$ cat config.mk
export PLATFORM = sky130hd
export DESIGN_NAME = attn_sequencer
export DESIGN_NICKNAME = d
export VERILOG_FILES = /design/src/design/attn_pkg.sv /design/src/design/attn_sequencer.sv
export SDC_FILE = /design/constraint.sdc
export NUM_CORES = 1
export LEC_CHECK = 0
export BUFFER_PORTS_ARGS = -buffer_cell sky130_fd_sc_hd__buf_2
export CORE_MARGIN = 2
export CORE_UTILIZATION = 55
export DETAILED_ROUTE_END_ITERATION = 7
export PLACE_DENSITY = 0.78
export SYNTH_ARGS = -nofsm -noshare
export SYNTH_HDL_FRONTEND = slang
export SYNTH_SLANG_ARGS = --single-unit
$ cat constraint.sdc
create_clock -name clk -period 2.3 [get_ports clk]
set_clock_uncertainty 0.1 [all_clocks]
set_input_delay 0.23 -clock clk [delete_from_list [all_inputs] [get_ports clk]]
set_output_delay 0.23 -clock clk [all_outputs]
set_load 0.005 [all_outputs]
$ cat src/design/attn_pkg.sv
package attn_pkg;

    // ##############################
    // sizes and widths
    // ##############################
    localparam int DIM         = 8;
    localparam int MAX_ROWS    = 8;
    localparam int LOAD_CYCLES = 192;
    localparam int W_BLOCK     = 64;
    localparam int ELEM_W      = 8;
    localparam int PROJ_W      = 19;
    localparam int SCORE_W     = 40;
    localparam int OUT_W       = 61;
    localparam int PIPE_DEPTH  = 3;

    // ##############################
    // element and matrix types
    // ##############################
    typedef logic signed [ELEM_W-1:0] elem_t;
    typedef logic signed [PROJ_W-1:0] proj_t;
    // clipped at zero, no sign bit needed
    typedef logic [SCORE_W-1:0]       score_t;
    typedef logic signed [OUT_W-1:0]  out_t;

    // indexed [row][col]
    typedef elem_t  [DIM-1:0][DIM-1:0] elem_mat_t;
    typedef proj_t  [DIM-1:0][DIM-1:0] proj_mat_t;
    typedef score_t [DIM-1:0][DIM-1:0] score_mat_t;

    // ##############################
    // control
    // ##############################
    typedef enum logic [2:0] {
        PH_IDLE,
        PH_LOAD,
        PH_PROJ_Q,
        PH_PROJ_K,
        PH_PROJ_V,
        PH_SCORE,
        PH_WSUM,
        PH_DRAIN
    } phase_e;

    // one command per cycle from the sequencer
    typedef struct packed {
        phase_e     phase;
        logic [2:0] row;
        logic [2:0] col;
        logic [7:0] load_idx;
        logic       valid;
    } step_t;

    // one cycle of the input streams
    typedef struct packed {
        elem_t      x;
        elem_t      wq;
        elem_t      wk;
        elem_t      wv;
        logic [7:0] load_idx;
    } load_t;

endpackage
$ cat src/design/attn_sequencer.sv
`timescale 1ns/100ps

module attn_sequencer (
    input  logic            clk,
    input  logic            rst_n,
    input  logic            in_valid,
    input  logic [3:0]      t,
    output attn_pkg::step_t step
);
    import attn_pkg::*;

    phase_e     phase_q;
    phase_e     phase_d;
    logic       gap_q;
    logic       gap_d;
    logic [7:0] cnt_q;
    logic [7:0] cnt_d;
    logic [2:0] row_q;
    logic [2:0] row_d;
    logic [2:0] col_q;
    logic [2:0] col_d;
    logic [2:0] rows_m1_q;
    logic [2:0] last_col;
    logic       in_valid_q;
    logic       start;

    // only the first cycle of a burst seen while idle starts a job
    assign start = (phase_q == PH_IDLE) && in_valid && !in_valid_q;

    // score walks a T x T grid, the other phases T x 8
    assign last_col = (phase_q == PH_SCORE) ? rows_m1_q : 3'(DIM - 1);

    always_ff @(posedge clk or negedge rst_n) begin
        if (!rst_n) begin
            phase_q    <= PH_IDLE;
            gap_q      <= 1'b0;
            cnt_q      <= '0;
            row_q      <= '0;
            col_q      <= '0;
            in_valid_q <= 1'b0;
        end else begin
            phase_q    <= phase_d;
            gap_q      <= gap_d;
            cnt_q      <= cnt_d;
            row_q      <= row_d;
            col_q      <= col_d;
            in_valid_q <= in_valid;
        end
    end

    // T codes other than 1 and 4 run as a full matrix
    always_ff @(posedge clk or negedge rst_n) begin
        if (!rst_n) begin
            rows_m1_q <= 3'(MAX_ROWS - 1);
        end else if (start) begin
            case (t)
                4'd1:    rows_m1_q <= 3'd0;
                4'd4:    rows_m1_q <= 3'd3;
                default: rows_m1_q <= 3'(MAX_ROWS - 1);
            endcase
        end
    end

    // ##############################
    // phase FSM
    // ##############################
    always_comb begin
        phase_d = phase_q;
        gap_d   = gap_q;
        cnt_d   = cnt_q;
        row_d   = row_q;
        col_d   = col_q;
        case (phase_q)
            PH_IDLE: begin
                if (start) begin
                    phase_d = PH_LOAD;
                    cnt_d   = 8'd1;
                end
            end
            PH_LOAD: begin
                if (cnt_q == 8'(LOAD_CYCLES - 1)) begin
                    phase_d = PH_PROJ_Q;
                    cnt_d   = '0;
                end else begin
                    cnt_d = cnt_q + 8'd1;
                end
            end
            PH_DRAIN: begin
                // long enough for the weighted sum pipeline to empty
                if (cnt_q == 8'(PIPE_DEPTH - 2)) begin
                    phase_d = PH_IDLE;
                end else begin
                    cnt_d = cnt_q + 8'd1;
                end
            end
            default: begin
                if (gap_q) begin
                    if (cnt_q == 8'(PIPE_DEPTH - 1)) begin
                        gap_d = 1'b0;
                        cnt_d = '0;
                        case (phase_q)
                            PH_PROJ_Q: phase_d = PH_PROJ_K;
                            PH_PROJ_K: phase_d = PH_PROJ_V;
                            PH_PROJ_V: phase_d = PH_SCORE;
                            default:   phase_d = PH_WSUM;
                        endcase
                    end else begin
                        cnt_d = cnt_q + 8'd1;
                    end
                end else if (col_q == last_col) begin
                    col_d = '0;
                    if (row_q == rows_m1_q) begin
                        row_d = '0;
                        cnt_d = '0;
                        if (phase_q == PH_WSUM) begin
                            phase_d = PH_DRAIN;
                        end else begin
                            gap_d = 1'b1;
                        end
                    end else begin
                        row_d = row_q + 3'd1;
                    end
                end else begin
                    col_d = col_q + 3'd1;
                end
            end
        endcase
    end

    // the first load step goes out in the same cycle as the first in_valid
    always_comb begin
        step.phase    = phase_q;
        step.row      = row_q;
        step.col      = col_q;
        step.load_idx = cnt_q;
        step.valid    = !gap_q && (phase_q != PH_IDLE) && (phase_q != PH_DRAIN);
        if (start) begin
            step.phase    = PH_LOAD;
            step.load_idx = '0;
            step.valid    = 1'b1;
        end
    end

endmodule

==> results.sh <==
export IMPL_avgSynthCellArea_um2=9.38
export IMPL_p_clk_share_pct=7.3
export IMPL_synth_top_area_share_pct=30.4
export IMPL_tightest_slew_ns=0.553
export IMPL_finalSetupViolCount=0
export IMPL_p_per_area_nw_per_um2=1340
export IMPL_cp_required_ns=2.40
export IMPL_total_power_w=0.00246
export IMPL_slew_violations=0
export IMPL_p_comb_share_pct=62.0
export IMPL_synth_most_common_cell="dfrtp_1"
export IMPL_swShare_pct=45.4
export IMPL_synth_xor_area_share_pct=2.80
export IMPL_grt_antenna_before_repair=0
export IMPL_grt_start_max_net_pins=22
export IMPL_yosys_warnings=0
export IMPL_first_pass_iters=4
export IMPL_synth_commonest_cells="19 x dfrtp_1, 15 x nand2_1, 13 x nor2_1"
export IMPL_synthSimpleGateAreaFrac_pct=31.9
export IMPL_drc=0
export IMPL_synth_largest_area_cell="dfrtp_1"
export IMPL_start_util_pct=57.3
export IMPL_switchingPower_w=0.00112
export IMPL_synth_top_family_by_area="simple AND/OR/NAND/NOR gates"
export IMPL_synth_adder_area_share_pct=3.99
export IMPL_io_pins=25
export IMPL_gr_usage_all_layers_pct=21.9
export IMPL_p_leak_nw=0.875
export IMPL_die_height_um=57.4
export IMPL_synth_nets=179
export IMPL_synth_compound_area_share_pct=20.2
export IMPL_cts_tree="built"
export IMPL_path_cells="ha_4, nand3_2, o311a_4, a211oi_4, buf_6, o21bai_1, mux2_4"
export IMPL_grt_pass1_vias=1272
export IMPL_port_buffers=24
export IMPL_routed_wl_mm=3.26
export IMPL_clock_path_buffers=2
export IMPL_avgViaCountPerCell=5.87
export IMPL_async_reset_ff_share_pct=100
export IMPL_fillers=221
export IMPL_p_int_w=0.00134
export IMPL_peakVddDrop_uv=833
export IMPL_critPathCaptureType="flip-flop"
export IMPL_critical_path_buf_inv_count=1
export IMPL_cts_buffers=3
export IMPL_netlist_area_um2=1570
export IMPL_layout_drive_gt1_share_pct=30.2
export IMPL_ant_nets=0
export IMPL_cp_max_fo=9
export IMPL_synth_mux_area_share_pct=1.92
export IMPL_clock_latency_ns=0.30
export IMPL_die_area_um2=3290
export IMPL_slew_headroom_pct=62.9
export IMPL_synth_area_leaders="dfrtp_1 30%, ha_1 4.0%, a211o_1 3.9%"
export IMPL_min_period_ns=2.19
export IMPL_htreeDepth=1
export IMPL_synth_edf_count=0
export IMPL_criticalPathCategory="flip-flop to flip-flop"
export IMPL_syn2layout_area_growth_pct=16.9
export IMPL_hp_class="primary input to flip-flop"
export IMPL_ys_flop_type="dfrtp_1"
export IMPL_coreArea_um2=2730
export IMPL_crit_family="compound AO/OA/AOI/OAI gates"
export IMPL_drt_iter0_markers=31
export IMPL_hold_viol=0
export IMPL_syn_inst=167
export IMPL_finalNetCount=212
export IMPL_cts_root_buf="clkbuf_4"
export IMPL_antenna_cells=0
export IMPL_ff_latch_area_um2=528
export IMPL_slowest_delay_ns=0.46
export IMPL_ys_ff_latch=21
export IMPL_slowest_stage="dfrtp_1"
export IMPL_arrival_ns=2.29
export IMPL_status="finished, final reports clean"
export IMPL_drv_cap=0
export IMPL_p_seq_share_pct=30.7
export IMPL_ys_seq_area_share_pct=33.7
export IMPL_numClockSinks=21
export IMPL_hpwl_mm=2.48
export IMPL_avgRoutedWirePerCell_um=14.2
export IMPL_placed_area_um2=1730
export IMPL_ys_types=51
export IMPL_dieWidth_um=57.4
export IMPL_grt_pass1_wl_mm=5.67
export IMPL_num_vias=1350
export IMPL_multi_input_area_um2=985
export IMPL_fin_crit_sh_pct=95.1
export IMPL_placementRows=19
export IMPL_start_kind="flip-flop"
export IMPL_gp_congestion=0.848
export IMPL_path_clk_slew_ns=0.12
export IMPL_gr_total_overflow=0
export IMPL_fmax_mhz=457
export IMPL_fin_area_um2=1830
## metal layers
metal,track usage (%),vias to the layer above,share of wire [%]
met4,9.63,0,2.6
met2,36.0,18,49
li1,-,675,-
met1,29.0,649,46
met3,2.27,8,2.1
met5,0,-,0
## flip-flops by register name (all words and copies together) (netlist names)
name	count
cnt_q	8
in_valid_q	1
phase_q	3
col_q	3
gap_q	1
row_q	3
rows_m1_q	2
## layout by cell type (no fill, tap or decap), types with 4 or more instances in the layout
cell type / instances
xnor2_1: 4
a211o_1: 7
dfrtp_1: 19
ha_1: 4
o21ai_1: 4
inv_1: 5
nor2_1: 13
nor3_1: 5
buf_4: 11
nor3_2: 4
a21oi_1: 7
nand3_1: 4
nand2_1: 14
and2_1: 7
o21ai_0: 5
buf_2: 24
## power groups by stage
stage	Sequential [W]	Combinational, W	Clock, W
after floorplan	0.000681	0.00117	0
after global placement	0.000736	0.00142	0
after detailed placement	0.000749	0.00146	0
after CTS	0.000740	0.00146	0.000188
after global routing	0.000786	0.00169	0.000201
final	0.000755	0.00152	0.000179
## stage by stage
step	util [%]	worst slack (ns)	hold WS, ns	instances	setup TNS [ns]
after floorplan	-	0.269	-0.166	167	0
after global placement	63.1	0.160	0.114	221	0
after detailed placement	63.1	0.0949	0.118	221	0
after CTS	64.8	0.0131	0.123	227	0
after global routing	67.0	-0.00769	0.137	230	-0.00769
final	67.0	0.113	0.126	230	0
## worst paths after layout
| kind | startpoint | endpoint | slack [ns] | cells after the start |
|---|---|---|---|---|
| min in group asynchronous | rst_n | phase_q[2] | 0.31 | 2 |
| worst max-delay path | cnt_q[1] | cnt_q[0] | 0.11 | 7 |
| worst max register to register | cnt_q[1] | cnt_q[0] | 0.11 | 7 |
| worst min-delay path | t[1] | rows_m1_q[2] | 0.13 | 3 |
| worst min register to register | row_q[2] | row_q[2] | 0.43 | 1 |
| max in group asynchronous | rst_n | rows_m1_q[1] | 1.43 | 2 |
## what timing repair did
action,in CTS,in global routing
setup endpoints to repair,0,13
hold buffers,2,0
endpoints found under the hold margin,20,0
resized for setup,0,6
buffers inserted,0,3
## area by class of cell
| cell class | count | area share [%] |
|---|---|---|
| clock buffer | 4 | 1.44 |
| inverter | 5 | 1.03 |
| multi-input combinational | 131 | 53.8 |
| sequential | 21 | 28.8 |
| tap | 31 | 2.12 |
| timing repair buffer | 38 | 12.8 |
## kinds of logic (layout without fill, tap and decap cells)
group	Yosys count	after routing
AOI/OAI and AO/OA	40	40
DFF	21	21
buffers and inverters	15	47
muxes	2	2
xor gates and xnor gates	5	5
and+or+nand+nor	79	79
adders and majority gates	5	5
## worst min-delay path, cell delays in order
cell     delay (ns)
buf_2          0.09
nor3_1         0.04
o21ai_0        0.14
Note: power is estimated with default switching activity, not from simulation.
